[config.mk]
export PLATFORM = sky130hd
export DESIGN_NAME = csr_file
export DESIGN_NICKNAME = d
export VERILOG_FILES = /design/src/design/wb_pkg.sv /design/src/design/csr_file.sv
export VERILOG_INCLUDE_DIRS = /design/src /design/src/design
export SDC_FILE = /design/constraint.sdc
export NUM_CORES = 1
export LEC_CHECK = 0
export ABC_AREA = 1
export BUFFER_PORTS_ARGS = -buffer_cell sky130_fd_sc_hd__buf_2
export CAP_MARGIN = 20
export CORE_ASPECT_RATIO = 0.75
export CORE_MARGIN = 4
export CORE_UTILIZATION = 23
export DETAILED_ROUTE_END_ITERATION = 6
export GPL_ROUTABILITY_DRIVEN = 0
export MAX_ROUTING_LAYER = met4
export PLACE_DENSITY = 0.48
export RECOVER_POWER = 100
export SLEW_MARGIN = 20
export SYNTH_ARGS = -nofsm -noshare
export SYNTH_HDL_FRONTEND = slang
export SYNTH_SLANG_ARGS = --single-unit
export TNS_END_PERCENT = 5
[constraint.sdc]
create_clock -name clk -period 9.3 [get_ports clk]
set_clock_uncertainty 0.1 [all_clocks]
set_input_delay 2.79 -clock clk [delete_from_list [all_inputs] [get_ports clk]]
set_output_delay 2.79 -clock clk [all_outputs]
set_load 0.01 [all_outputs]
[src/design/wb_consts.svh]
`ifndef WB_CONSTS_SVH
`define WB_CONSTS_SVH

// Data path and address width.
`define WB_XLEN 64

// Data memory size in 64-bit words, indexed by address bits 8 to 3.
`define WB_DMEM_DEPTH 64

`define WB_NUM_CSR 4

// Machine CSR addresses.
`define WB_CSR_MTVEC   12'h305
`define WB_CSR_MEPC    12'h341
`define WB_CSR_MSTATUS 12'h300
`define WB_CSR_MCAUSE  12'h342

`endif
[src/design/wb_pkg.sv]
`default_nettype none

`include "wb_consts.svh"

package wb_pkg;

    typedef enum logic [3:0] {
        OP_ADD   = 4'd0,
        OP_SUB   = 4'd1,
        OP_AND   = 4'd2,
        OP_OR    = 4'd3,
        OP_XOR   = 4'd4,
        OP_SLL   = 4'd5,
        OP_LD    = 4'd6,
        OP_SD    = 4'd7,
        OP_CSRRW = 4'd8,
        OP_CSRRS = 4'd9
    } op_e;

    // Snapshot order is mtvec, mepc, mstatus, mcause.
    typedef logic [`WB_NUM_CSR-1:0][`WB_XLEN-1:0] csr_arr_t;

    typedef struct packed {
        logic [`WB_XLEN-1:0] pc;
        logic [31:0]         inst;
        op_e                 op;
        logic [4:0]          rd;
        logic [`WB_XLEN-1:0] src1;
        logic [`WB_XLEN-1:0] src2;  // Second operand or store data.
        logic [`WB_XLEN-1:0] imm;
        logic [11:0]         csr_addr;
    } uop_t;

    typedef struct packed {
        logic [`WB_XLEN-1:0] pc;
        logic [31:0]         inst;
        op_e                 op;
        logic                we_exu;
        logic [4:0]          waddr;
        logic [`WB_XLEN-1:0] wdata_exu;
        logic [`WB_XLEN-1:0] mem_addr;
        logic [`WB_XLEN-1:0] store_data;
        logic [11:0]         csr_addr;
        logic [`WB_XLEN-1:0] csr_src;
    } ex_mem_t;

    typedef struct packed {
        logic [`WB_XLEN-1:0] pc;
        logic [31:0]         inst;
        logic                we;
        logic [4:0]          waddr;
        logic [`WB_XLEN-1:0] wdata;
        csr_arr_t            csr_diff;
    } wb_t;

endpackage

`default_nettype wire

[src/design/csr_file.sv]
`timescale 1ns/100ps
`default_nettype none

`include "wb_consts.svh"

module csr_file (
    input  wire                   clk,
    input  wire                   rst_n,
    input  wire                   req_valid_i,
    input  wire [11:0]            req_addr_i,
    input  wire wb_pkg::op_e      req_op_i,
    input  wire [`WB_XLEN-1:0]    req_src_i,
    output logic [`WB_XLEN-1:0]   rdata_o,
    output wb_pkg::csr_arr_t      diff_o
);

    wb_pkg::csr_arr_t    csr_q;
    wb_pkg::csr_arr_t    csr_d;
    logic [1:0]          sel;
    logic                hit;
    logic [`WB_XLEN-1:0] old_val;

    // Slot order matches the snapshot layout.
    always_comb begin
        hit = 1'b1;
        sel = 2'd0;
        case (req_addr_i)
            `WB_CSR_MTVEC:   sel = 2'd0;
            `WB_CSR_MEPC:    sel = 2'd1;
            `WB_CSR_MSTATUS: sel = 2'd2;
            `WB_CSR_MCAUSE:  sel = 2'd3;
            default:         hit = 1'b0;
        endcase
    end

    assign old_val = hit ? csr_q[sel] : '0;
    // Zero outside a request keeps ALU results clean in the writeback merge.
    assign rdata_o = req_valid_i ? old_val : '0;

    always_comb begin
        csr_d = csr_q;
        if (req_valid_i && hit) begin
            case (req_op_i)
                wb_pkg::OP_CSRRW: csr_d[sel] = req_src_i;
                wb_pkg::OP_CSRRS: csr_d[sel] = old_val | req_src_i;
                default:          csr_d[sel] = old_val;
            endcase
        end
    end

    always_ff @(posedge clk) begin
        if (rst_n) begin
            csr_q <= '0;
        end else begin
            csr_q <= csr_d;
        end
    end

    assign diff_o = csr_d;  // State as it will be after this request.

endmodule

`default_nettype wire

**After elaboration in Yosys (flattened, before gate mapping)**

Cells that the tools add are included.

- Magnitude comparators: 2
- Equality and inequality tests: 6
- Multiplexer cells: 13
- Bitwise operators: 1
- Reductions and logical operators: 3

Operator list:

| kind | count |
|---|---|
| 256-bit bitwise mux | 3 |
| 256-bit case mux with 2 select lines | 1 |
| 256-bit 2-to-1 mux | 1 |
| 64-bit 2-to-1 mux | 4 |
| 64-bit binary-select mux with 2-bit select | 1 |
| 64-bit demux with 2-bit select | 1 |
| 64-bit OR | 1 |
| 12-bit by 10-bit equality test with 1-bit output, second input constant | 4 |
| 4-bit equality test, second input constant | 2 |
| 2-bit case mux with 3 select lines | 1 |
| 4-bit OR reduction | 1 |
| 2-bit by 3-bit < comparator with 1-bit output, second input constant | 1 |
| 2-bit by 1-bit greater-or-equal comparator with 1-bit output, second input constant | 1 |
| 1-bit logical AND | 2 |
| 1-bit 2-to-1 mux | 1 |

- Bits in registers: 256
- Bits of input ports: 83
- Output and inout bits: 320
- Word-level logic and storage cells: 29

**Longest topological paths before layout**

- Depth after elaboration: 9
- Mapped depth: 18
- Mapped depth without buffers: 17

**Worst setup path before layout**

OpenSTA, ideal clock, no wires.

- Kind: input to output
- Start point: in req_addr_i[9]
- End point: out rdata_o[47]
- Data arrival time: 4.446 ns
- Required time: 6.410 ns
- Setup slack: 1.964 ns
- Stages: 9
- Buffers on the path: 2
- Path through: nand2_1 > inv_2 > nand2_4 > nor2_8 > nand2_4 > buf_2 > clkbuf_1 > o221ai_1 > a2111oi_0

- Cells in the longest elaborated chain, start to end: 6
- Elaborated cells on any way between the ends: 11
- Classes of those cells: eq/ne (4); mux (6); reduce/logical (1)

Ends and longest elaborated chain:

| what | line | source |
|---|---|---|
| start: declaration | csr_file.sv:10 | `input wire [11:0] req_addr_i,` |
| 12-bit by 10-bit equality test with 1-bit output | csr_file.sv:27 | `case (req_addr_i)` |
| 2-bit case mux with 3 select lines | csr_file.sv:27 |  |
| 64-bit binary-select mux with 2-bit select | csr_file.sv:36 | `assign old_val = hit ? csr_q[sel] : '0;` |
| 64-bit 2-to-1 mux (not written as such) | csr_file.sv:36 |  |
| 64-bit 2-to-1 mux (*) | csr_file.sv:36 |  |
| 64-bit 2-to-1 mux (*) | csr_file.sv:38 | `assign rdata_o = req_valid_i ? old_val : '0;` |
| end: declaration | csr_file.sv:13 | `` output logic [`WB_XLEN-1:0] rdata_o, `` |

Mark *: on every way between the ends. The rest lies on a longest branch, timed or not. The select of a mux whose other input is x is not followed.

**Final worst setup path**

- Start point: in req_addr_i[5]
- End point: out rdata_o[49]

Same word-level chain as after synthesis.

==> metrics.cfg <==
[worst_setup_path]
cp_cell_sequence=buf_2 > nor2_4 > nand3_2 > nor2_8 > nand2_4 > inv_2 > nor2_1 > nand2_4 > inv_1 > a2111oi_0 > clkbuf_1
required_ns=6.41
crit_family=buffers and inverters
arrival_ns=5.87
start_kind=primary input
rr_endpoint=csr_q[246]
crit_type=primary input to primary output
cp_max_fo=29
r2r_setup_slack_ns=7.65
reg2regPathDepth=10
cpMostUsedCell=nand2_4
critPathMaxStageDelay_ns=0.93
timing.rr.start=csr_q[182]
endpoint_kind=primary output
cp_num_buf_inv=4
cp_slowest_cell=a2111oi_0
worstSetupStartpoint=req_addr_i[5]

[cells_and_area]
syn_to_final_growth_pct=19.1
regMostFlops=csr_q
drive_gt1_share_pct=8.19
top_regs=csr_q: 256 flops
finalNetCount=4020
largest_register_ffs=256

[power]
worst_ir_drop_vdd_uv=98.8
p_leak_uw=0.0114
total_power_uw=2760
p_per_area_nw_per_um2=116

[cts]
cts_resized=0
cts_inserted_buffers=37
cts.clk_slew.worst_paths_ns=0.06
cts_tree=yes
clock-root-buffer=clkbuf_16
cts_sinks=256
clk_path_buf_depth=3
insertion_delay_ns=0.58
postCtsSetupBuffers=0
cts_hold_buf=0
htree_levels=2

[yosys]
yosysUniqueCellTypes=36
synth_top_cell_area_share_pct=25.6
syn-num-nets=3746
yosysMostFrequentCell=nand2_1
synth_edf_count=0
yosysWarnings=0
synth_seq_area_share_pct=25.6
postSynth.asyncResetShare_pct=0
synth.area.top_cells=dfxtp_1, nand2_1, nor2_1
synth-main-ff-cell=dfxtp_1
syn-instance-count=3663
syn_area_um2=20000
yosys-top-cells-count=nand2_1, nor2_1, inv_1
syn_area_per_cell_um2=5.47
yosys.area.top_type=dfxtp_1
ys_ff_latch=256

[floorplan]
ioPinCount=403
die-area_um2=91900
core_area_um2=86100
die_h_um=264
row_count=93
fp.dieW_um=349
start_util_pct=23.3

[hold_path]
whs_endpoint=csr_q[55]
holdPathStages=2
holdCritStartpoint=csr_q[55]
hp-class=flop to flop

[detailed_routing]
first_iter_violations=2128
ant_nets=0
post-route-drc-count=0
wl_per_cell_um=19.6
wl_mm=100
drt-pass1-iter-count=5
vias=23893
viasPerCell=4.68

[global_route]
grt_pass1_vias=22514
grt_pass1_wl_mm=147
grtUsageTotal_pct=21.6
grt_max_degree=136
grt_overflow_total=0
antenna_found_initial=5

[timing]
rsz0062_at_grt=no
setup_violations=0
worst_slew_pin_slew_ns=1.54
fin_crit_ns=8.76
fmax_mhz=114
finalCritPeriodShare_pct=94.2
max_slew_margin_pct=-2.93
setup_tns_ns=0
finalMaxSlewViolations=30
hold_violations=0

[run_status]
outcome=finished with violations
violations=capacitance limit, slew limit

[placement]
io_buffer_count=402
hpwl_mm=64.2

[run]
drv_cap=1

[worst reg2reg max path: stages, from the launching register on]
cell      delay (ns)
dfxtp_1         0.33
inv_1           0.05
nand3_1         0.10
nand2_1         0.06
inv_1           0.06
nand3_1         0.20
nor2_1          0.16
nand2_1         0.13
o211ai_1        0.15
clkinv_1        0.13
nor3_2          0.10
[cell type report]
type | count | area (um^2)
inverter | 488 | 1840
antenna | 4 | 10.0
multi-input combinational | 2698 | 12000
fill | 10077 | 62300
clock inverter | 13 | 124
clock buffer | 55 | 1120
sequential | 256 | 5120
timing repair buffer | 456 | 2210
tap | 1140 | 1430
[cells in the final DEF (no fill, tap or decap), types with 10 or more instances in the layout]
cell | netlist | layout
clkbuf_1 | 117 | 307
o221ai_1 | 32 | 32
o21ai_0 | 75 | 79
buf_2 | 64 | 105
inv_1 | 467 | 468
a22oi_1 | 15 | 15
nor2_1 | 624 | 641
or2_2 | 35 | 35
nand3_1 | 204 | 205
nand4_1 | 51 | 51
clkbuf_16 | 0 | 39
inv_2 | 20 | 12
a21boi_0 | 33 | 49
o21ai_2 | 20 | 20
o211ai_1 | 25 | 25
buf_4 | 15 | 38
a21oi_1 | 157 | 157
o21bai_1 | 21 | 21
a2111oi_0 | 13 | 17
dfxtp_1 | 256 | 256
buf_12 | 0 | 13
nand2_1 | 1261 | 1280
o21ai_1 | 15 | 10
[report_power, final]
group / switching [uW] / internal, uW
Combinational: 119 / 40.6
Clock: 615 / 887
Sequential: 0.0532 / 1100
[routing by layer]
layer,vias up,track usage [%],part of all wire [%]
met3,150,3.35,7.6
li1,11872,-,-
met1,10931,30.4,47
met5,-,-,0
met4,0,4.99,2.2
met2,940,32.6,43
[how the worst max path moves through the flow]
stage | to | cells past startpoint | slack (ns)
3_5_place_dp | diff_o[244] | 15 | 0.78
3_3_place_gp | diff_o[255] | 15 | 0.79
4_1_cts | diff_o[244] | 15 | 0.77
5_1_grt | diff_o[67] | 19 | 0.27
6_report | rdata_o[49] | 11 | 0.54
2_1_floorplan | rdata_o[47] | 9 | 1.96
[metrics by stage]
step / hold WS (ns) / cells / instance area, um^2 / setup slack (ns) / util, %
6_report: 0.388 / 5110 / 23800 / 0.541 / 27.7
5_1_grt: 0.406 / 5108 / 23800 / 0.271 / 27.7
4_1_cts: 0.388 / 5106 / 24400 / 0.772 / 28.3
3_5_place_dp: 0.379 / 5038 / 23100 / 0.785 / 26.9
3_3_place_gp: 0.376 / 5038 / 23100 / 0.793 / 26.9
2_1_floorplan: 0.366 / 3663 / 20000 / 1.96 / -
[cells by family (layout without fill, tap and decap cells)]
logic type             after synthesis  count (layout)  synth area share [%]
AOI/OAI and AO/OA                  435             435                  13.7
DFF                                256             256                  25.6
and+or+nand+nor                   2263            2263                  46.6
buffers and inverters              709            1012                  14.2
other                                0               4                     0
(Power assumes the default switching activity.)
