### src/design/pipe_stage.sv
`timescale 1ns/100ps
`default_nettype none

module pipe_stage #(
    parameter type payload_t = logic [63:0]
) (
    input  wire              clk,
    input  wire              rst_n,
    input  wire              in_valid_i,
    output logic             in_ready_o,
    input  wire payload_t    in_data_i,
    output logic             out_valid_o,
    input  wire              out_ready_i,
    output payload_t         out_data_o
);

    logic     full_q;
    payload_t data_q;
    logic     accept;

    // A new item fits if the slot is empty or its current item drains now.
    assign in_ready_o = ~full_q | out_ready_i;
    assign accept     = in_valid_i & in_ready_o;

    always_ff @(posedge clk) begin
        if (rst_n) begin
            full_q <= 1'b0;
        end else if (in_ready_o) begin
            full_q <= in_valid_i;
        end
    end

    always_ff @(posedge clk) begin
        if (accept) begin
            data_q <= in_data_i;
        end
    end

    assign out_valid_o = full_q;
    assign out_data_o  = data_q;

endmodule

`default_nettype wire

### config.mk
export PLATFORM = sky130hd
export DESIGN_NAME = pipe_stage
export DESIGN_NICKNAME = d
export VERILOG_FILES = /design/src/design/pipe_stage.sv
export SDC_FILE = /design/constraint.sdc
export NUM_CORES = 1
export LEC_CHECK = 0
export BUFFER_PORTS_ARGS = -buffer_cell sky130_fd_sc_hd__buf_2
export CAP_MARGIN = 20
export CORE_MARGIN = 2
export CORE_UTILIZATION = 43
export CTS_CLUSTER_DIAMETER = 50
export DETAILED_ROUTE_END_ITERATION = 6
export PLACE_DENSITY = 0.82
export REMOVE_ABC_BUFFERS = 1
export SETUP_SLACK_MARGIN = 0.5
export SYNTH_ARGS = -nofsm -noshare
export SYNTH_HDL_FRONTEND = slang
export SYNTH_SLANG_ARGS = --single-unit
### constraint.sdc
create_clock -name clk -period 3.9 [get_ports clk]
set_clock_uncertainty 0.2 [all_clocks]
set_input_delay 0.78 -clock clk [delete_from_list [all_inputs] [get_ports clk]]
set_output_delay 0.78 -clock clk [all_outputs]
set_load 0.02 [all_outputs]
-- Yosys cells after proc, flatten, opt, wreduce, memory -nomap -nowiden
Index checks and enable logic that the tools add are counted.
Widths: inputs -> output; s select.
- flip-flop bits (word level): 65
- input port bits: 68
- output and inout port bits: 66
- word-level logic and storage cells: 5
- bitwise gates (word level): 3
- operator list (kind ; number):
    $and 1x1->1 ; 1
    $not 1->1 ; 1
    $or 1x1->1 ; 1

-- Longest topological paths before layout
Gate-level depths: netlist (run 1).
- word-level depth: 3
- gate-level depth with buffers: 2
- depth with buffers taken out: 2

-- Worst setup path before layout (run 1)
No wires, ideal clock.
- kind: in2reg
- start point: input out_ready_i
- end point: register data_q, in the netlist out_data_o[0], enable pin
- setup time: 377 ps
- data arrival time: 1493 ps
- required time: 3323 ps
- path slack: 1830 ps
- cell stages on the path: 2
- buffers on the path: 0
- path through: nand2b_4 -> and2_4
- cells in the longest elaborated chain, start to end: 2
- ends and longest elaborated chain (item ; RTL line ; source):
    start, declared ; 13 ; input wire out_ready_i,
    $or 1x1->1 ; 22 ; assign in_ready_o = ~full_q | out_ready_i;
    $and 1x1->1 ; 23 ; assign accept = in_valid_i & in_ready_o;
    named net accept ; 19 ; logic accept;
    end signal, assigned ; 35 ; data_q <= in_data_i;
    end, declared ; 18 ; payload_t data_q;
The timed path passes the listed nets, and every way through them passes these cells.
A chain may end at the register's enable or synchronous reset.

-- Final worst setup path (run 1)
- start point: input out_ready_i
- end point: output in_ready_o
- cells in the longest elaborated chain, start to end: 1
- ends and longest elaborated chain (item ; RTL line ; source):
    $or 1x1->1 ; 22 ;
    end, declared ; 10 ; output logic in_ready_o,
No other way between the ends.

==> results of run 1 <==
-- state kept, by name (all words and copies together), names as in the netlist --
| signal | cells |
|---|---|
| out_valid_o | 1 |
| out_data_o | 64 |
-- cell families (layout without fill, tap and decap cells) --
logic type	Yosys count	in the layout	share of synthesized area, %
AO/OA/AOI/OAI	1	1	0.443
flip-flops	65	65	98.2
AND/OR/NAND/NOR	2	2	1.14
buffers and inverters	1	150	0.190
-- critical path, cell delays in order --
cell and delay (ps):
buf_2 100, nand2b_4 140, buf_2 160
-- power by group through the flow --
stage / combinational (µW) / clock (µW) / sequential [µW]
global placement: 141 / 0 / 839
floorplan: 15.3 / 0 / 894
finish: 142 / 598 / 826
detailed placement: 145 / 0 / 841
global route: 152 / 630 / 830
CTS: 145 / 613 / 827
-- routing by layer --
metal / GRT usage (%) / vias to the layer above
li1: - / 565
met1: 16.5 / 576
met2: 27.0 / 77
met3: 10.4 / 8
met4: 9.43 / 0
met5: 0 / -
-- layout make-up --
class,instances,area [µm²]
clock inverters,2,35.0
clock buffers,14,183
fillers,319,1460
multi-input cells,3,31.3
flip-flops and latches,65,1940
well taps,52,65.1
inverters,1,3.75
repair buffers,133,666
-- through the flow --
step                worst slack (ps)  power [µW]  hold WS [ps]  cells
global route                    1720        1610           331    270
detailed placement              1620         986           303    254
CTS                             1730        1580           314    270
floorplan                       1830         910           420     69
finish                          1740        1570           311    270
global placement                1660         980           284    254
-- worst max-delay path by stage --
stage	startpoint	to	slack, ps	cells after the start
final	out_ready_i	in_ready_o	1740	3
after global routing	out_ready_i	in_ready_o	1720	3
after CTS	out_ready_i	in_ready_o	1730	3
after detailed placement	out_ready_i	out_data_o[43]$_DFFE_PP_	1620	3
after global placement	out_ready_i	out_data_o[47]$_DFFE_PP_	1660	3
after floorplan	out_ready_i	out_data_o[0]$_DFFE_PP_	1830	2
-- layout by cell type (no fill, tap or decap), drive strengths merged --
cell type / instances
clkbuf: 14
clkinv: 1
a21oi: 1
nand2b: 1
bufinv: 1
buf: 133
and2: 1
dfxtp: 1
inv: 1
edfxtp: 64
==> impl_metrics.json, run 1 <==
{
  "drt-wirelength-per-cell_um": 15.8,
  "wl_met1_mm": 1.38,
  "synth_top_cell_area_share_pct": 97.2,
  "period_minus_slack_ps": 2160,
  "clock-root-buffer": "clkbuf_8",
  "nets": 281,
  "grt_pass1_vias": 1259,
  "power_switching_share_pct": 21.4,
  "grt_usage_pct": 16.7,
  "initial_utilization_pct": 45.1,
  "yosys_warnings": 0,
  "max_slew_margin_pct": 46.3,
  "numPortBuffers": 133,
  "ctsResizeCount": 0,
  "highest_layer": "met4",
  "ant_nets": 0,
  "setup.worst_path.end_class": "primary output",
  "ff2ff_path_depth": 2,
  "fmaxAchievable_mhz": 462,
  "syn_to_final_growth_pct": 48.0,
  "min_path_type": "flip-flop to flip-flop",
  "die_w_um": 71.8,
  "post_route_cells_drive_above_1_share_pct": 69.3,
  "worst_pin_slew_ps": 806,
  "finalHoldViolCount": 0,
  "r2r_end": "out_data_o[42]$_DFFE_PP_",
  "antenna_found_initial": 0,
  "p_int_uw": 1230,
  "final_core_util_pct": 66.7,
  "power_density_nw_per_um2": 536,
  "cts_tree": "yes",
  "routed_via_density": 4.54,
  "power_frac_comb_pct": 9.1,
  "synth-main-ff-cell": "edfxtp_1",
  "ctsLongestPathBuffers": 2,
  "hold_start": "out_valid_o$_SDFFE_PP0P_",
  "p_leak_uw": 0.00128,
  "synth_area_um2": 1980,
  "maxSlewViolCount": 0,
  "met2_wirelength_mm": 2.26,
  "critPathKind": "input pin to primary output",
  "vias": 1226,
  "holdPathEnd": "out_valid_o$_SDFFE_PP0P_",
  "wl_mm": 4.28,
  "holdPathStages": 2,
  "cts_sinks": 65,
  "crit_fanout": 3,
  "synthCells": 69,
  "fin_crit_sh_pct": 55.5,
  "grt_max_degree": 65,
  "synth-async-reset-ratio_pct": 0,
  "hold_buffers": 0,
  "cts-buffers-inserted": 9,
  "rsz0062_at_grt": "false",
  "synth_edf_count": 64,
  "cp.required_ps": 2920,
  "finalInstanceArea_um2": 2930,
  "wl_met3_um": 549,
  "row_count": 24,
  "p_seq_share_pct": 52.7,
  "clkLatencyLatePin_ps": 320,
  "drc": 0,
  "ios": 134,
  "synth_area_leaders": "edfxtp_1 (97%), dfxtp_1 (1.0%), nand2b_4 (0.70%)",
  "synth_area_per_cell_um2": 28.7,
  "grt.overflow.total": 0,
  "status": "complete, no violations",
  "timing.rr.start": "out_valid_o$_SDFFE_PP0P_",
  "die_area_um2": 5160,
  "dpl_cell_area_um2": 2710,
  "irDropWorstVdd_v": 0.000426,
  "pwr-share-clk_pct": 38.2,
  "critPathLaunchType": "input pin",
  "grt_pass1_wl_mm": 5.98,
  "postCtsSetupBuffers": 0,
  "finalSetupViolations": 0,
  "cts_max_level": 3,
  "synth-seq-cells": 65,
  "gp_congestion": 0.669,
  "drt_iter0_markers": 66,
  "core_area_um2": 4380,
  "synth.distinct_cells": 6,
  "synth.most_common_cell": "edfxtp_1",
  "cap_violations": 0,
  "synth_top_area_cell": "edfxtp_1",
  "critPathArrivalTime_ps": 1180,
  "rrSetupSlack_ps": 2200,
  "seq_area_frac_synth_pct": 98.2,
  "tns_ps": 0,
  "cts.clk_slew.worst_paths_ps": 70,
  "drt_first_pass_iters": 4,
  "switchingPower_uw": 335,
  "die-height_um": 71.8,
  "diodes": 0
}
(Power assumes the default switching activity.)
==> run 2: changes to the inputs <==
Settings changed: ABC_AREA set to 1, CORE_UTILIZATION 43 to 36, PLACE_DENSITY 0.82 to 0.74.
Clock period 3.9 ns to 1.79 ns, I/O delays scaled along.
==> run 2 against run 1 <==
Final cell count up 34%. Critical endpoint is now out_data_o[59]$_DFFE_PP_. Hold slack got worse by 290 ps. Highest routed layer unchanged. Utilization rose by 13 points. Area after synthesis decreased by 0.38%. Power rose by 150%.
==> impl_metrics.json, run 2 <==
{
  "status": "complete, no violations",
  "cts_sinks": 65,
  "cts_max_level": 3,
  "finalHoldViolCount": 0,
  "grt_pass1_vias": 1725,
  "clock-root-buffer": "clkbuf_8",
  "p_int_uw": 3030,
  "synth.distinct_cells": 7,
  "synth-seq-cells": 65,
  "p_seq_share_pct": 46.7,
  "synth_area_per_cell_um2": 28.1,
  "drc": 0,
  "drt-wirelength-per-cell_um": 19.5,
  "syn_to_final_growth_pct": 111,
  "cts.clk_slew.worst_paths_ps": 80,
  "synthCells": 70,
  "layout_common_cells": "buf_2 (81), edfxtp_1 (64), dlygate4sd3_1 (60)",
  "critPathKind": "flip-flop to flip-flop",
  "ant_nets": 0,
  "min_path_type": "input pin to flip-flop",
  "whs_ps": 16.7,
  "period_minus_slack_ps": 1520,
  "synth_area_leaders": "edfxtp_1 (98%), dfxtp_1 (1.0%), a21oi_2 (0.44%)",
  "synth-main-ff-cell": "edfxtp_1",
  "grt_usage_pct": 21.1,
  "finalPower_uw": 3900,
  "synth_top_cell_area_share_pct": 97.6,
  "synth_edf_count": 64,
  "drt_first_pass_iters": 4,
  "maxSlewViolCount": 0,
  "critPathLaunchType": "flip-flop",
  "vias": 1614,
  "initial_utilization_pct": 37.8,
  "worst_pin_slew_ps": 162,
  "synth.most_common_cell": "edfxtp_1",
  "power_density_nw_per_um2": 940,
  "cp.required_ps": 1640,
  "diodes": 0,
  "cts-buffers-inserted": 9,
  "drt_iter0_markers": 40,
  "row_count": 26,
  "ctsLongestPathBuffers": 2,
  "grt.overflow.total": 0,
  "final_core_util_pct": 79.8,
  "power_frac_comb_pct": 15.4,
  "die_area_um2": 6080,
  "die-height_um": 78.0,
  "pre_cts_slack_ps": 344,
  "fmaxAchievable_mhz": 660,
  "wl_mm": 7.03,
  "routed_via_density": 4.47,
  "core_area_um2": 5200,
  "pwr-share-clk_pct": 37.9,
  "antenna_found_initial": 0,
  "rsz0062_at_grt": "true",
  "synth-async-reset-ratio_pct": 0,
  "clkLatencyLatePin_ps": 340,
  "nets": 355,
  "finalWorstSetupSlack_ps": 274,
  "switchingPower_uw": 873,
  "ios": 134,
  "setup.worst_path.end_class": "flip-flop",
  "gp_congestion": 0.706,
  "max_slew_margin_pct": 89.2,
  "grt_max_degree": 17,
  "die_w_um": 78.0,
  "largest_reg_flops": 64,
  "synth_area_um2": 1970,
  "irDropWorstVdd_v": 0.000694,
  "cap_violations": 0,
  "cts_tree": "yes",
  "synth_top_area_cell": "edfxtp_1",
  "post_route_cells_drive_above_1_share_pct": 57.0,
  "grt_pass1_wl_mm": 9.10,
  "fin_crit_sh_pct": 84.7,
  "tns_ps": 0,
  "numPortBuffers": 133,
  "critPathArrivalTime_ps": 1370,
  "holdPathStages": 1,
  "finalSetupViolations": 0,
  "seq_area_frac_synth_pct": 98.6,
  "ff2ff_path_depth": 5,
  "p_leak_uw": 0.00177,
  "yosys_warnings": 0,
  "crit_fanout": 8,
  "power_switching_share_pct": 22.4,
  "layout_commonest_cell": "buf_2"
}
run 2: cell count changes in the layout (fill, tap and decap cells not counted), moves of 2 or more:
cell,before,now
bufinv_16,1,3
clkbuf_16,0,3
buf_12,0,3
buf_6,0,54
clkbuf_8,13,9
dlygate4sd3_1,0,60
buf_2,133,81
buf_4,0,2
buf_16,0,3
run 2: cell families after synthesis:
family / synth area share, %
AND/OR/NAND/NOR: 0.318
buffers and inverters: 0.381
AO/OA/AOI/OAI: 0.699
flip-flops: 98.6
run 2: power by group through the flow:
stage,combinational [µW],sequential [µW],clock [µW]
2_1_floorplan,31.3,1960,0
3_3_place_gp,323,1830,0
4_1_cts,499,1810,1460
3_5_place_dp,327,1830,0
5_1_grt,626,1830,1560
6_report,601,1820,1480
run 2: layout make-up:
type	count	area, µm²
Multi-Input combinational cell	3	36.3
Inverter	2	7.51
Fill cell	253	1050
Timing Repair Buffer	206	1850
Sequential cell	65	1950
Clock buffer	9	124
Tap cell	70	87.6
Clock inverter	6	108
run 2: timing repair:
action | 4_1_cts | 5_1_grt
pin swaps | 0 | 2
gates cloned | 3 | 3
setup buffers | 5 | 0
hold buffers | 54 | 6
endpoints found under the setup margin | 130 | 130
hold endpoints to repair | 54 | 6
resized for setup | 48 | 65
run 2: worst paths after layout:
kind	start	end	slack, ps
setup / recovery	out_valid_o$_SDFFE_PP0P_	out_data_o[59]$_DFFE_PP_	270
hold / removal	in_data_i[47]	out_data_o[47]$_DFFE_PP_	20
setup reg to reg	out_valid_o$_SDFFE_PP0P_	out_data_o[59]$_DFFE_PP_	270
hold reg to reg	out_valid_o$_SDFFE_PP0P_	out_valid_o$_SDFFE_PP0P_	320
run 2: worst max-delay path: stages, from the launching register on:
cell and delay [ps]:
dfxtp_4 370, buf_6 120, a21oi_4 160, buf_6 160, buf_12 110, buf_16 110
run 2: per-layer routing:
metal	vias to the layer above	global-route usage, %	wire length (µm)
li1	714	-	-
met1	775	21.9	2520
met2	106	36.3	3540
met3	19	11.3	771
met4	0	7.19	202
met5	-	0	0
run 2: per-stage QoR:
step / instances / area [µm²]
after floorplan: 70 / 1970
after global placement: 275 / 2770
after detailed placement: 275 / 2770
after CTS: 352 / 3820
after global routing: 361 / 4160
final: 361 / 4160
==> run 3: changes to the inputs <==
Clock period 1.79 ns to 1.3 ns, I/O delays scaled along.
==> run 3 against run 2 <==
The run now ends with hold timing, setup timing left. Hold slack got worse by 140 ps. Combinational power about the same. Register-to-register slack worse by 380 ps. Utilization shrank 15 points. Maximum frequency increased by 7.7%. Die area is the same. Routed wire length shrank 31%. Largest cell class unchanged.
==> impl_metrics.json, run 3 (synthesized netlist as in run 2, its figures left out) <==
{
  "clkLatencyLatePin_ps": 330,
  "drt_first_pass_iters": 4,
  "wl_met3_um": 658,
  "wl_mm": 4.87,
  "die-height_um": 78.0,
  "cp_num_buf_inv": 3,
  "grt_max_degree": 34,
  "critPathMaxStageDelay_ps": 330,
  "numPortBuffers": 133,
  "crit_chain": "buf_4 > a21oi_4 > buf_12 > clkbuf_16",
  "fmaxAchievable_mhz": 711,
  "die_w_um": 78.0,
  "power_density_nw_per_um2": 1440,
  "ant_nets": 0,
  "antenna_found_initial": 0,
  "cts_sinks": 65,
  "gp_congestion": 0.706,
  "startpoint": "out_valid_o$_SDFFE_PP0P_",
  "wl_met1_mm": 1.64,
  "max_slew_margin_pct": 89.9,
  "finalSetupViolations": 124,
  "r2r_end": "out_data_o[17]$_DFFE_PP_",
  "cts-buffers-inserted": 9,
  "rrSetupSlack_ps": -110,
  "p_leak_uw": 0.00146,
  "cp.required_ps": 1150,
  "violations": "hold timing, setup timing",
  "drt-wirelength-per-cell_um": 16.2,
  "core_area_um2": 5200,
  "drc": 0,
  "hold_start": "rst_n",
  "timing.rr.start": "out_valid_o$_SDFFE_PP0P_",
  "vias": 1265,
  "syn_to_final_growth_pct": 72.6,
  "layout_common_cells": "buf_2 (92), edfxtp_1 (64), buf_6 (40)",
  "cpMaxStageDelayCell": "dfxtp_2",
  "layout_commonest_cell": "buf_2",
  "dp.cells": 276,
  "cts_max_level": 3,
  "largest_reg_flops": 64,
  "multi_input_area_um2": 36.3,
  "post_route_cells_drive_above_1_share_pct": 71.4,
  "highest_layer": "met4",
  "die_area_um2": 6080,
  "ff2ff_path_depth": 4,
  "ios": 134,
  "routed_via_density": 4.20,
  "cap_violations": 0,
  "diodes": 0,
  "critPathArrivalTime_ps": 1250,
  "finalHoldViolCount": 65,
  "grt_pass1_wl_mm": 6.30,
  "status": "finished, violations left",
  "row_count": 26,
  "final_core_util_pct": 65.3,
  "drt_iter0_markers": 50,
  "maxSlewViolCount": 0,
  "finalPower_uw": 4900,
  "setup.worst_path.end_class": "flip-flop",
  "cts_tree": "yes",
  "nFillCells": 374,
  "initial_utilization_pct": 37.8,
  "fin_crit_sh_pct": 108,
  "critPathLaunchType": "flip-flop",
  "ctsLongestPathBuffers": 2,
  "path_depth": 4,
  "finalWorstSetupSlack_ps": -107,
  "period_minus_slack_ps": 1410,
  "rsz0062_at_grt": "true",
  "irDropWorstVdd_v": 0.000967,
  "finalNonFillerCells": 301,
  "critPathKind": "flip-flop to flip-flop",
  "final-seq-area_um2": 1940,
  "crit_end": "out_data_o[17]$_DFFE_PP_",
  "crit_fanout": 8,
  "cts.clk_slew.worst_paths_ps": 70,
  "met2_wirelength_mm": 2.50,
  "worst_pin_slew_ps": 151,
  "clock-root-buffer": "clkbuf_8",
  "whs_ps": -128,
  "grt.overflow.total": 0,
  "grt_pass1_vias": 1282,
  "crit_family": "buffers and inverters",
  "min_path_type": "input pin to flip-flop",
  "nets": 294,
  "dp.final_hpwl_mm": 3.08,
  "holdPathStages": 2,
  "pre_cts_slack_ps": -63.2,
  "grt_usage_pct": 14.8
}
-- run 3: changes by cell type in the layout (fill, tap and decap cells not counted), sizes merged --
cell / previous run / this run
dlygate4sd3: 60 / 0
buf: 143 / 142
bufinv: 3 / 2
clkbuf: 12 / 13
clkinv: 2 / 3
-- run 3: layout make-up --
class / instances / share of cell area, %
flip-flops and latches: 65 / 57.2
repair buffers: 145 / 32.8
clock buffers: 10 / 3.76
well taps: 70 / 2.58
clock inverters: 6 / 2.43
multi-input cells: 3 / 1.07
inverters: 2 / 0.221
-- run 3: per-stage QoR --
step                      cell area, µm²  hold slack [ps]  setup TNS (ps)
after CTS                           3140             -146           -9460
after global placement              2780              226           -2940
after detailed placement            2780              224           -3470
after global routing                3400             -148          -12120
final                               3400             -128           -7450
after floorplan                     1970              122         -189130
-- run 3: metal layers --
metal | GRT usage, % | vias to the layer above
li1 | - | 596
met1 | 13.7 | 578
met2 | 24.3 | 84
met3 | 9.77 | 7
met4 | 8.42 | 0
met5 | 0 | -
-- run 3: worst min path at each step --
stage | endpoint | slack [ps]
finish | out_valid_o$_SDFFE_PP0P_ | -130
global route | out_valid_o$_SDFFE_PP0P_ | -150
CTS | out_valid_o$_SDFFE_PP0P_ | -150
detailed placement | out_valid_o$_SDFFE_PP0P_ | 220
global placement | out_valid_o$_SDFFE_PP0P_ | 230
floorplan | out_valid_o$_SDFFE_PP0P_ | 120
-- run 3: what timing repair did --
| item | in CTS | in global routing |
|---|---|---|
| gates resized for setup | 42 | 44 |
| gates cloned | 0 | 5 |
| buffers inserted | 2 | 2 |
| hold endpoints to repair | 65 | 65 |
| endpoints found under the setup margin | 131 | 131 |
| pin swaps | 1 | 1 |
-- run 3: power breakdown --
group / leakage (µW) / internal [µW] / switching [µW]
clock network: 0.000106 / 1070 / 734
logic: 0.000729 / 300 / 301
registers: 0.000628 / 2450 / 46.2
