File: config.mk
export PLATFORM = sky130hd
export DESIGN_NAME = mem_wb
export DESIGN_NICKNAME = d
export VERILOG_FILES = /design/src/design/wb_pkg.sv /design/src/design/mem_wb.sv /design/src/design/pipe_stage.sv
export VERILOG_INCLUDE_DIRS = /design/src /design/src/design
export SDC_FILE = /design/constraint.sdc
export NUM_CORES = 1
export LEC_CHECK = 0
export ABC_AREA = 1
export ABC_CLOCK_PERIOD_IN_PS = 37000
export BUFFER_PORTS_ARGS = -buffer_cell sky130_fd_sc_hd__buf_2
export CORE_AREA = 2 2 463 465
export DETAILED_ROUTE_END_ITERATION = 10
export DIE_AREA = 0 0 465 467
export PLACE_DENSITY = 0.3
export REMOVE_ABC_BUFFERS = 1
export SKIP_LAST_GASP = 1
export SYNTH_ARGS = -nofsm -noshare
export SYNTH_HDL_FRONTEND = slang
export SYNTH_SLANG_ARGS = --single-unit
File: constraint.sdc
create_clock -name clk -period 37 [get_ports clk]
set_clock_uncertainty 0.05 [all_clocks]
set_input_delay 7.4 -clock clk [delete_from_list [all_inputs] [get_ports clk]]
set_output_delay 7.4 -clock clk [all_outputs]
set_load 0.01 [all_outputs]
File: src/design/wb_consts.svh
`ifndef WB_CONSTS_SVH
`define WB_CONSTS_SVH

// Data path and address width.
`define WB_XLEN 64

// Data memory size in 64-bit words, indexed by address bits 8 to 3.
`define WB_DMEM_DEPTH 64

`define WB_NUM_CSR 4

// Machine CSR addresses.
`define WB_CSR_MTVEC   12'h305
`define WB_CSR_MEPC    12'h341
`define WB_CSR_MSTATUS 12'h300
`define WB_CSR_MCAUSE  12'h342

`endif
File: src/design/wb_pkg.sv
`default_nettype none

`include "wb_consts.svh"

package wb_pkg;

    typedef enum logic [3:0] {
        OP_ADD   = 4'd0,
        OP_SUB   = 4'd1,
        OP_AND   = 4'd2,
        OP_OR    = 4'd3,
        OP_XOR   = 4'd4,
        OP_SLL   = 4'd5,
        OP_LD    = 4'd6,
        OP_SD    = 4'd7,
        OP_CSRRW = 4'd8,
        OP_CSRRS = 4'd9
    } op_e;

    // Snapshot order is mtvec, mepc, mstatus, mcause.
    typedef logic [`WB_NUM_CSR-1:0][`WB_XLEN-1:0] csr_arr_t;

    typedef struct packed {
        logic [`WB_XLEN-1:0] pc;
        logic [31:0]         inst;
        op_e                 op;
        logic [4:0]          rd;
        logic [`WB_XLEN-1:0] src1;
        logic [`WB_XLEN-1:0] src2;  // Second operand or store data.
        logic [`WB_XLEN-1:0] imm;
        logic [11:0]         csr_addr;
    } uop_t;

    typedef struct packed {
        logic [`WB_XLEN-1:0] pc;
        logic [31:0]         inst;
        op_e                 op;
        logic                we_exu;
        logic [4:0]          waddr;
        logic [`WB_XLEN-1:0] wdata_exu;
        logic [`WB_XLEN-1:0] mem_addr;
        logic [`WB_XLEN-1:0] store_data;
        logic [11:0]         csr_addr;
        logic [`WB_XLEN-1:0] csr_src;
    } ex_mem_t;

    typedef struct packed {
        logic [`WB_XLEN-1:0] pc;
        logic [31:0]         inst;
        logic                we;
        logic [4:0]          waddr;
        logic [`WB_XLEN-1:0] wdata;
        csr_arr_t            csr_diff;
    } wb_t;

endpackage

`default_nettype wire

File: src/design/mem_wb.sv
`timescale 1ns/100ps
`default_nettype none

`include "wb_consts.svh"

module mem_wb (
    input  wire                   clk,
    input  wire                   rst_n,
    input  wire                   in_valid_i,
    output logic                  in_ready_o,
    input  wire wb_pkg::ex_mem_t  ex_i,
    input  wire                   we_lsu_i,
    input  wire [`WB_XLEN-1:0]    wdata_lsu_i,
    input  wire [`WB_XLEN-1:0]    csr_rdata_i,
    input  wire wb_pkg::csr_arr_t csr_diff_i,
    output logic                  commit_valid_o,
    input  wire                   commit_ready_i,
    output wb_pkg::wb_t           commit_o
);

    wb_pkg::wb_t wb_d;

    always_comb begin
        wb_d.pc       = ex_i.pc;
        wb_d.inst     = ex_i.inst;
        wb_d.we       = ex_i.we_exu | we_lsu_i;
        wb_d.waddr    = ex_i.waddr;
        wb_d.csr_diff = csr_diff_i;
        // Execute results and CSR reads never overlap, so an OR merges them.
        if (ex_i.we_exu) begin
            wb_d.wdata = ex_i.wdata_exu | csr_rdata_i;
        end else if (we_lsu_i) begin
            wb_d.wdata = wdata_lsu_i;
        end else begin
            wb_d.wdata = '0;
        end
    end

    pipe_stage #(
        .payload_t  (wb_pkg::wb_t)
    ) u_wb_stage (
        .clk         (clk),
        .rst_n       (rst_n),
        .in_valid_i  (in_valid_i),
        .in_ready_o  (in_ready_o),
        .in_data_i   (wb_d),
        .out_valid_o (commit_valid_o),
        .out_ready_i (commit_ready_i),
        .out_data_o  (commit_o)
    );

endmodule

`default_nettype wire

File: src/design/pipe_stage.sv
`timescale 1ns/100ps
`default_nettype none

module pipe_stage #(
    parameter type payload_t = logic [63:0]
) (
    input  wire              clk,
    input  wire              rst_n,
    input  wire              in_valid_i,
    output logic             in_ready_o,
    input  wire payload_t    in_data_i,
    output logic             out_valid_o,
    input  wire              out_ready_i,
    output payload_t         out_data_o
);

    logic     full_q;
    payload_t data_q;
    logic     accept;

    // A new item fits if the slot is empty or its current item drains now.
    assign in_ready_o = ~full_q | out_ready_i;
    assign accept     = in_valid_i & in_ready_o;

    always_ff @(posedge clk) begin
        if (rst_n) begin
            full_q <= 1'b0;
        end else if (in_ready_o) begin
            full_q <= in_valid_i;
        end
    end

    always_ff @(posedge clk) begin
        if (accept) begin
            data_q <= in_data_i;
        end
    end

    assign out_valid_o = full_q;
    assign out_data_o  = data_q;

endmodule

`default_nettype wire

# After elaboration in Yosys (flattened, before gate mapping)
# Index checks and enable logic that the tools add are counted.
# word_totals
register_bits,423
out_inout_bits,424
elab_cells,17
# op_classes
n_mux,2
bitwise,5
# ops
operator,count
$mux W64,2
$or A64 B64 Y64,1
$or A1 B1 Y1,2
$and A1 B1 Y1,1
$not A1 Y1,1

# Depth between registers and ports, before layout
# Gate-level depths: netlist of the first run.
# depth
depth_word,3
mapped_depth,5

# Cells and area by module
# From an unflattened synthesis of the first run, not the netlist that was laid out.
# hier_totals
cells_unflattened,642
hier_area_um2,13741.9
# by_module_without_submodules
module,n_inst,cells_each,area_each_um2
pipe_stage,1,428,12719.7
mem_wb,1,214,1022.2

# Worst setup path after synthesis of the first run
# No wires, ideal clock.
# synth_timing
path_kind,input to register
start,input in_valid_i
end,"register u_wb_stage.data_q (netlist bit u_wb_stage.out_data_o[0]), enable pin"
arrival_ns,27.645
required_ns,35.603
setup_slack_ns,7.958
path_stages,2
n_path_buf,0
path_cell_list,inv_1 a21oi_1
# synth_via
elab_chain_len,1
# synth_rtl
item,line,rtl
start: declaration,mem_wb.sv:9,"input wire in_valid_i,"
$and A1 B1 Y1,pipe_stage.sv:23,assign accept = in_valid_i & in_ready_o;
named net u_wb_stage.accept,pipe_stage.sv:19,logic accept;
end signal: assignment,pipe_stage.sv:35,data_q <= in_data_i;
end: declaration,pipe_stage.sv:18,payload_t data_q;
# The timed path passes the listed nets, and every way through them passes these cells.
# A chain may end at the register's enable or synchronous reset.

# Worst setup path in the final report of the first run
# layout_timing
start,input commit_ready_i
end,output in_ready_o
# layout_via
elab_chain_len,1
# layout_rtl
item,line,rtl
start: declaration,mem_wb.sv:17,"input wire commit_ready_i,"
$or A1 B1 Y1,pipe_stage.sv:22,assign in_ready_o = ~full_q | out_ready_i;
end: declaration,mem_wb.sv:10,"output logic in_ready_o,"
# Every way passes these cells.

==> results of run 1 <==
-- placed cells by master, fill, tap and decap left out, types with 8 or more instances in the layout --
master      netlist  layout
buf_2             6     977
diode_2           0      30
clkbuf_1          1      11
o21ai_1           9      10
buf_4             1      13
clkinvlp_4        0      10
clkinv_4          0       8
nand2_1         129     129
clkbuf_16         0      61
o21ai_0          55      54
edfxtp_1        422     422
-- power by group through the flow --
stage          sequential, mW  clock [mW]  combinational [mW]
3_3_place_gp            0.582           0               0.122
6_report                0.572       0.604               0.114
2_1_floorplan           0.618           0              0.0140
4_1_cts                 0.572       0.640               0.122
3_5_place_dp            0.582           0               0.122
5_1_grt                 0.574       0.651               0.125
-- synthesized netlist by cell type, drive strengths merged --
| master | count |
|---|---|
| edfxtp | 422 |
| dfxtp | 1 |
| o21ai | 64 |
| nor2 | 1 |
| nand2 | 129 |
| clkbuf | 6 |
| or2 | 1 |
| buf | 7 |
| inv | 3 |
| a21oi | 2 |
-- kinds of logic (layout without fill, tap and decap cells) --
group / Yosys count / count (layout) / share of synthesized area
other: 0 / 30 / 0
buffers and inverters: 16 / 1104 / 0.00570
flip-flops: 423 / 423 / 0.933
AO/OA/AOI/OAI: 66 / 66 / 0.0243
AND/OR/NAND/NOR: 131 / 131 / 0.0369
-- stage by stage --
stage | hold slack, ns | cells | instance area (um2) | setup WS, ns
floorplan | 0.527 | 623 | 13500 | 7.96
global placement | 0.483 | 4434 | 22100 | 21.67
detailed placement | 0.477 | 4434 | 22100 | 21.67
CTS | 0.489 | 4545 | 24100 | 21.67
global route | 0.520 | 4550 | 24100 | 21.64
finish | 0.481 | 4575 | 24100 | 21.67
-- state kept, by name, summed over array words and instances, names as in the netlist --
signal / flops
u_wb_stage.out_valid_o: 1
u_wb_stage.out_data_o: 422
-- metal layers --
layer	global-route usage	vias up	wire length [um]
met5	0	-	766
met2	0.160	881	51000
li1	-	4567	-
met4	0.0304	126	3450
met3	0.0689	310	17600
met1	0.0870	4735	33100
-- final cells by class --
type                    instances  area share
multi-input cells             197      0.0349
repair buffers                990       0.207
clock buffers                  72      0.0649
well taps                    2821       0.146
flip-flops and latches        423       0.526
diodes                         30     0.00311
inverters                       3    0.000467
clock inverters                39      0.0179
-- worst register-to-register path, delay by kind of cell, from the launching register on --
family	cells	cell delay, ns
AOI/OAI and AO/OA	1	0.16
buffers and inverters	3	1.98
DFF	1	0.34
-- worst paths after layout --
check,to,slack [ns]
worst max-delay path,in_ready_o,21.67
worst max register to register,u_wb_stage.out_data_o[281],34.07
worst min register to register,u_wb_stage.out_valid_o,0.48
worst min-delay path,u_wb_stage.out_valid_o,0.48
==> metrics, run 1 <==
hold path cells=2; DRC viols=0; die span in x=465 um; Fin. Hold Viols=0; Inserted Clock Buffers=a little over 60; Hold Path Origin=u_wb_stage.out_valid_o; Final ANT Viol Nets=0; Gate Count Post-Synth=roughly 640; Skew-Pair Late Insertion Delay=between 0.6 and 0.7 ns; status=finished, final reports clean; fraction of layout cells with a size suffix above 1=0.632; sequential fraction of the synthesis area=0.933; Yosys cell types=13; Die H=around 470 um; clk sinks=about 420; CTS tree=built; initial antenna violation count=177; Critical Path RT=a little under 30 ns; IO Port Bufs=about 980; worst hold path type=reg -> reg; Seq pwr share=0.443; P_sw=~0.34 mW; largest net degree at the start of global routing=74; CTS resizes=0; Total GRT Usage=0.0938; Final Util=0.114; Cell Rows=169; Worst slew margin=0.345; Vias per Instance=2.32; R2R depth=4; Filler cells=about 24000; Most Frequent Cell on Critical Path=buf_2; Die Area=around 220000 um2; hold buffers post-CTS=0; leakage=9.40 nW; Slew Viols, Final=0; Core ar.=212000 um2; leading area contributor after synthesis=edfxtp_1; H-tree depth=2; Net Sw Frac=0.262; Mapped Area=around 14000 um2; storage element area=between 10000 and 15000 um2; Worst-path clk slew=roughly 0.060 ns; Area Growth Syn to Fin=77.5%; DR vias=~11000; Post-Route Setup TNS=0 ns; CP startpoint kind=primary input; crit path launch=commit_ready_i; RSZ-0062 raised after global routing=false; Power, Total=1.29 mW; Buf+Inv Stages, Crit Path=3; Avg WL per Cell=23.1 um; number of I/O pins=roughly 1200; Setup crit end kind=output port; Final Setup Violations=0; stages on the worst setup path=4; Root Driver=clkbuf_16; clock network power share=0.468; area of the multi-input gates=between 800 and 900 um2; peak supply drop=about 35 uV; Final Cycle Share=0.414; Initial Utilization=0.0643; drt pass-1 iters=4; nets=~2400; Ys Warns=0; Syn Area/Cell=about 21 um2; vias in the first global route=roughly 11000; DRT Wirelength=106000 um; crit path time final=~15 ns; FMAX=between 60 and 70 MHz; GPL Wtd Cong=~0.75; synthesized flop and latch total=between 400 and 500; MaxCap Viol Count=0; crit-path max FO=2; Setup CP Type=in -> out; Int Pwr=roughly 0.95 mW; worst path cell trace=buf_2 > inv_1 > nand2_1 > buf_2; total grt overflow=0; top cell type's share of synthesized area=0.932; CTS Buffer Depth=3; Post-CTS Setup Inserts=0; combinational fraction of design power=0.089; DPL Wire Length=approximately 91000 um; delay of the slowest critical-path stage=roughly 0.15 ns; Worst path top cell family by delay=buffers and inverters; Least-Margin Pin Slew=between 0.9 and 1 ns; Worst R2R Start=u_wb_stage.out_valid_o; DRT iter0 DRCs=around 470; main area contributors after synthesis=edfxtp_1 93%, nand2_1 3.6%, o21ai_0 2.0%, o21ai_1 0.33%, buf_2 0.22%; power per cell area=~53 nW/um2; global-route wire length before repair=127000 um; slowest cell on the critical path=buf_2; critical path arrival=~7.9 ns
Power figures use the tool's default switching activity.
==> run 2: changes to the inputs <==
- ABC_CLOCK_PERIOD_IN_PS: 37000 -> 14000
- CORE_AREA: 2 2 463 465 -> 2 2 461 463
- DIE_AREA: 0 0 465 467 -> 0 0 463 465
- clock period: 37 -> 14 ns (I/O delays scaled with it)
==> run 2 against run 1 <==
Net effect: die area shrank 0.86%; core utilization grew 0.12 points; final area grew 0.61%; total power grew to 2.7 times the previous value; sequential power grew to 2.6 times the previous value; critical path depth is the same; register-to-register slack lost 23 ns; via count shrank 1.4%; combinational power grew to 2.8 times the previous value; critical endpoint unchanged; largest power group unchanged; highest routed layer unchanged.
==> metrics, run 2 (synthesized netlist as in run 1, its figures left out) <==
Final Instance Count excl. Fillers=4565 (-0.22%); clk sinks=423 (unchanged); Skew-Pair Late Insertion Delay=0.70 ns (about the same); DRT iter0 DRCs=456 (-3.2%); r2r endpoint=u_wb_stage.out_data_o[267]; MaxCap Viol Count=0 (unchanged); H-tree depth=2 (unchanged); fraction of layout cells with a size suffix above 1=0.631 (-0.00107); combinational fraction of design power=0.089 (about the same); Setup CP Type=in -> out; Fin. Hold Viols=0 (unchanged); Setup crit end kind=output port; CTS resizes=0 (unchanged); status=finished, final reports clean; Initial Utilization=0.0645 (+0.000258); leakage=9.48 nW (+0.82%); Inserted Clock Buffers=61 (unchanged); Seq pwr share=0.427 (-0.016); commonest cells after routing, fill and taps aside=978 x buf_2, 422 x edfxtp_1, 129 x nand2_1; drt pass-1 iters=6 (+2); crit path time final=6.15 ns; RSZ-0062 raised after global routing=false; Die H=465 um (-0.43%); IO Port Bufs=978 (unchanged); R2R depth=4 (unchanged); Cell Rows=169 (unchanged); Core ar.=211000 um2 (-0.40%); FMAX=approximately 160 MHz; nets=2436 (-0.12%); Slew Viols, Final=0 (unchanged); Placed Cells=4431 (-0.068%); total grt overflow=0 (unchanged); critical path arrival=3.30 ns (-4.58 ns); GPL Wtd Cong=0.827 (+11%); worst slack at placement=7.83 ns (-13.83 ns); hold path cells=2 (unchanged); CP startpoint kind=primary input; Critical Path RT=11.15 ns (-18.40 ns); Worst-path clk slew=0.05 ns (about the same); P_sw=0.895 mW (+160%); Int Pwr=2.64 mW (+180%); worst hold path type=reg -> reg; DR vias=10500 (-1.4%); clock network power share=0.484 (+0.016); Post-CTS Setup Inserts=0 (unchanged); Vias per Instance=2.29 (-1.2%); worst setup margin=7.85 ns (-13.82 ns); Final ANT Viol Nets=0 (unchanged); DPL Wire Length=86000 um (-5.3%); global-route wire length before repair=121000 um (-4.8%); power per cell area=146 nW/um2 (+170%); max reg flops=422 (unchanged); Area Growth Syn to Fin=78.5%; CTS Buffer Depth=3 (unchanged); Worst R2R Start=u_wb_stage.out_valid_o; Total GRT Usage=0.0896 (-0.00417); hold_ws=0.509 ns (+0.0278 ns); largest net degree at the start of global routing=85 (+15%); Final Cycle Share=0.439; initial antenna violation count=141 (-20%); Final Util=0.115 (+0.00116); Root Driver=clkbuf_16; Least-Margin Pin Slew=1.01 ns (+0.0249 ns); peak supply drop=87.1 uV (+150%); hold path endpoint=u_wb_stage.out_valid_o; Die Area=215000 um2 (-0.86%); crit-path max FO=2 (unchanged); hold buffers post-CTS=0 (unchanged); DRC viols=0 (unchanged); CTS tree=built; DRT Wirelength=100000 um (-5.3%); vias in the first global route=10600 (-1.7%); most common cell after layout, fill and taps aside=buf_2; internal reg-to-reg setup slack=10.86 ns (-23.21 ns); Avg WL per Cell=22.0 um (-5.1%); Worst slew margin=0.328 (-0.0166); Hold Path Origin=u_wb_stage.out_valid_o; Net Sw Frac=0.253 (-0.00919); Final Setup Violations=0 (unchanged); number of I/O pins=1187 (unchanged); die span in x=463 um (-0.43%)
run 2: cell types whose count changed in the layout (fill, tap and decap cells not counted), sizes merged:
cell and change:
bufinv +7, diode -5, inv -5, buf -3, clkinvlp -3, clkbuf -2, clkinv +1
run 2: worst max-delay path by stage:
| stage | depth (start not counted) | end | start | slack (ns) |
|---|---|---|---|---|
| detailed placement | 4 | in_ready_o | commit_ready_i | 7.83 |
| floorplan | 2 | u_wb_stage.out_data_o[0] | in_valid_i | -10.44 |
| finish | 4 | in_ready_o | commit_ready_i | 7.85 |
| global route | 4 | in_ready_o | commit_ready_i | 7.82 |
| CTS | 4 | in_ready_o | commit_ready_i | 7.83 |
| global placement | 4 | in_ready_o | commit_ready_i | 7.85 |
run 2: metrics by stage:
| step | power (mW) | setup TNS (ns) | instance area (um2) |
|---|---|---|---|
| global route | 3.71 | 0 | 24200 |
| detailed placement | 1.87 | 0 | 22100 |
| finish | 3.54 | 0 | 24300 |
| floorplan | 1.67 | -4406.70 | 13500 |
| CTS | 3.67 | 0 | 24200 |
| global placement | 1.88 | 0 | 22100 |
run 2: cell type report:
| class | count | area, um2 |
|---|---|---|
| Sequential cell | 423 | 12700 |
| Clock buffer | 70 | 1580 |
| Antenna cell | 25 | 62.6 |
| Tap cell | 2821 | 3530 |
| Multi-Input combinational cell | 197 | 843 |
| Inverter | 3 | 11.3 |
| Timing Repair Buffer | 987 | 4970 |
| Clock inverter | 39 | 591 |
| Fill cell | 24100 | 187000 |
run 2: metal layers:
metal	part of all wire	global-route usage
met3	0.14	0.0582
met2	0.47	0.148
met4	0.035	0.0306
met1	0.35	0.0913
met5	0.0064	0
run 2: power by group through the flow:
stage               registers [mW]  clock network (mW)  logic, mW
global route                  1.52                1.85      0.342
floorplan                     1.63                   0     0.0371
detailed placement            1.54                   0      0.335
global placement              1.54                   0      0.336
finish                        1.51                1.71      0.315
CTS                           1.51                1.82      0.335
run 2: worst max-delay path: stages:
cell	delay (ns)
buf_2	0.11
inv_1	0.11
nand2_1	0.09
buf_2	0.18
==> run 3: changes to the inputs <==
- ABC_CLOCK_PERIOD_IN_PS: 14000 -> 6400
- CORE_AREA: 2 2 461 463 -> 2 2 463 465
- DIE_AREA: 0 0 463 465 -> 0 0 465 467
- clock period: 14 -> 6.4 ns (I/O delays scaled with it)
==> run 3 against run 2 <==
Net effect: final area decreased by 0.23%; clock power increased by 110%; combinational power increased by 120%; first-iteration DRC count decreased by 3.3%; sequential share of layout area increased by 0.12 points; largest power group unchanged; die area increased by 0.86%; global-route usage increased by 0.40 points; critical path depth unchanged; clock-buffer cell count increased by 2; non-clock buffer count unchanged; hold slack improved by 0.0087 ns.
==> metrics, run 3 (synthesized netlist as in run 1, its figures left out) <==
CTS resizes=0 (unchanged); Core ar.=212000 um2 (+0.40%); Fin. Hold Viols=0 (unchanged); Die Area=217000 um2 (+0.86%); Power, Total=7.60 mW (+110%); DRC viols=0 (unchanged); Filler cells=24200 (+0.62%); commonest cells after routing, fill and taps aside=977 x buf_2, 422 x edfxtp_1, 129 x nand2_1; Cell Rows=169 (unchanged); CP startpoint kind=primary input; combinational fraction of design power=0.089 (about the same); CTS tree=built; Post-DP Area=22100 um2 (+0.18%); CTS Buffer Depth=3 (unchanged); Worst slew margin=0.385 (+0.0569); global-route wire length before repair=128000 um (+5.1%); Seq pwr share=0.435 (+0.008); MaxCap Viol Count=0 (unchanged); DPL Wire Length=90400 um (+5.2%); Inserted Clock Buffers=61 (unchanged); clock network power share=0.476 (-0.008); RSZ-0062 raised after global routing=false; clk sinks=423 (unchanged); Placed Cells=4431 (unchanged); total grt overflow=0 (unchanged); Critical Path RT=5.07 ns (-6.08 ns); H-tree depth=2 (unchanged); Final Instance Count excl. Fillers=4565 (unchanged); Net Sw Frac=0.261 (+0.00824); DRT Wirelength=106000 um (+5.4%); max reg flops=422 (unchanged); FMAX=approximately 320 MHz; Root Driver=clkbuf_16; Final Setup Violations=0 (unchanged); largest net degree at the start of global routing=110 (+29%); peak supply drop=196 uV (+130%); initial antenna violation count=167 (+18%); status=finished, final reports clean; die span in x=465 um (+0.43%); crit-path max FO=2 (unchanged); power per cell area=313 nW/um2 (+120%); Avg WL per Cell=23.2 um (+5.4%); worst slack at placement=2.77 ns (-5.06 ns); Worst-path clk slew=0.06 ns (about the same); fraction of layout cells with a size suffix above 1=0.631 (about the same); Skew-Pair Late Insertion Delay=0.69 ns (about the same); vias in the first global route=10800 (+1.9%); number of I/O pins=1187 (unchanged); Setup crit end kind=output port; P_sw=1.98 mW (+120%); IO Port Bufs=978 (unchanged); Total GRT Usage=0.0936 (+0.00398); Post-CTS Setup Inserts=0 (unchanged); GPL Wtd Cong=0.771 (-6.8%); nets=2436 (unchanged); most common cell after layout, fill and taps aside=buf_2; hold buffers post-CTS=0 (unchanged); internal reg-to-reg setup slack=4.33 ns (-6.53 ns); crit path time final=3.09 ns; DR vias=10700 (+2.3%); Final Cycle Share=0.483; drt pass-1 iters=5 (-1); Die H=467 um (+0.43%); critical path arrival=1.76 ns (-1.54 ns); Int Pwr=5.61 mW (+110%); Area Growth Syn to Fin=78.1%; Vias per Instance=2.35 (+2.3%); worst hold path type=reg -> reg; hold_ws=0.517 ns (+0.00872 ns); worst setup margin=3.31 ns (-4.55 ns); Final Cell Area=24200 um2 (-0.23%); Final ANT Viol Nets=0 (unchanged); Initial Utilization=0.0643 (-0.000258); leakage=9.46 nW (-0.14%); Least-Margin Pin Slew=0.923 ns (-0.0853 ns); DRT iter0 DRCs=441 (-3.3%); Slew Viols, Final=0 (unchanged); Setup CP Type=in -> out
## run 3: changes by cell type in the layout (fill, tap and decap cells not counted), sizes merged
cell,delta
diode,-6
inv,+5
bufinv,-5
clkinv,+6
clkbuf,+2
clkinvlp,-2
## run 3: worst max-delay path, cell delays in order
cell and delay [ns]:
buf_2 0.12, inv_1 0.10, nand2_1 0.10, buf_2 0.16
## run 3: layout make-up
| class | instances | area [um2] | area share |
|---|---|---|---|
| Inverter | 3 | 11.3 | 0.000465 |
| Multi-Input combinational cell | 197 | 843 | 0.0348 |
| Timing Repair Buffer | 987 | 5010 | 0.207 |
| Tap cell | 2821 | 3530 | 0.146 |
| Antenna cell | 19 | 47.5 | 0.00196 |
| Clock buffer | 72 | 1590 | 0.0656 |
| Sequential cell | 423 | 12700 | 0.524 |
| Clock inverter | 43 | 503 | 0.0208 |
## run 3: final timing paths
kind                                              from                    endpoint  cells after the start
worst min-delay path            u_wb_stage.out_valid_o      u_wb_stage.out_valid_o                      2
worst min register to register  u_wb_stage.out_valid_o      u_wb_stage.out_valid_o                      2
worst max register to register  u_wb_stage.out_valid_o  u_wb_stage.out_data_o[113]                      3
worst max-delay path                    commit_ready_i                  in_ready_o                      4
## run 3: through the flow
| step | utilization | setup TNS (ns) |
|---|---|---|
| 2_1_floorplan | - | -6972.46 |
| 3_3_place_gp | 0.104 | 0 |
| 3_5_place_dp | 0.104 | 0 |
| 4_1_cts | 0.114 | 0 |
| 5_1_grt | 0.114 | 0 |
| 6_report | 0.114 | 0 |
## run 3: layer usage
layer | global-route usage | vias to the layer above | wire [um]
li1 | - | 4552 | -
met5 | 0 | - | 763
met4 | 0.0261 | 116 | 3020
met1 | 0.0921 | 4845 | 35100
met3 | 0.0610 | 302 | 15600
met2 | 0.161 | 892 | 51300
## run 3: power by group through the flow
| stage | clock (mW) | sequential, mW | combinational (mW) |
|---|---|---|---|
| after global routing | 3.89 | 3.32 | 0.738 |
| after floorplan | 0 | 3.57 | 0.0811 |
| after CTS | 3.81 | 3.31 | 0.719 |
| final | 3.61 | 3.30 | 0.678 |
| after detailed placement | 0 | 3.36 | 0.718 |
| after global placement | 0 | 3.36 | 0.721 |
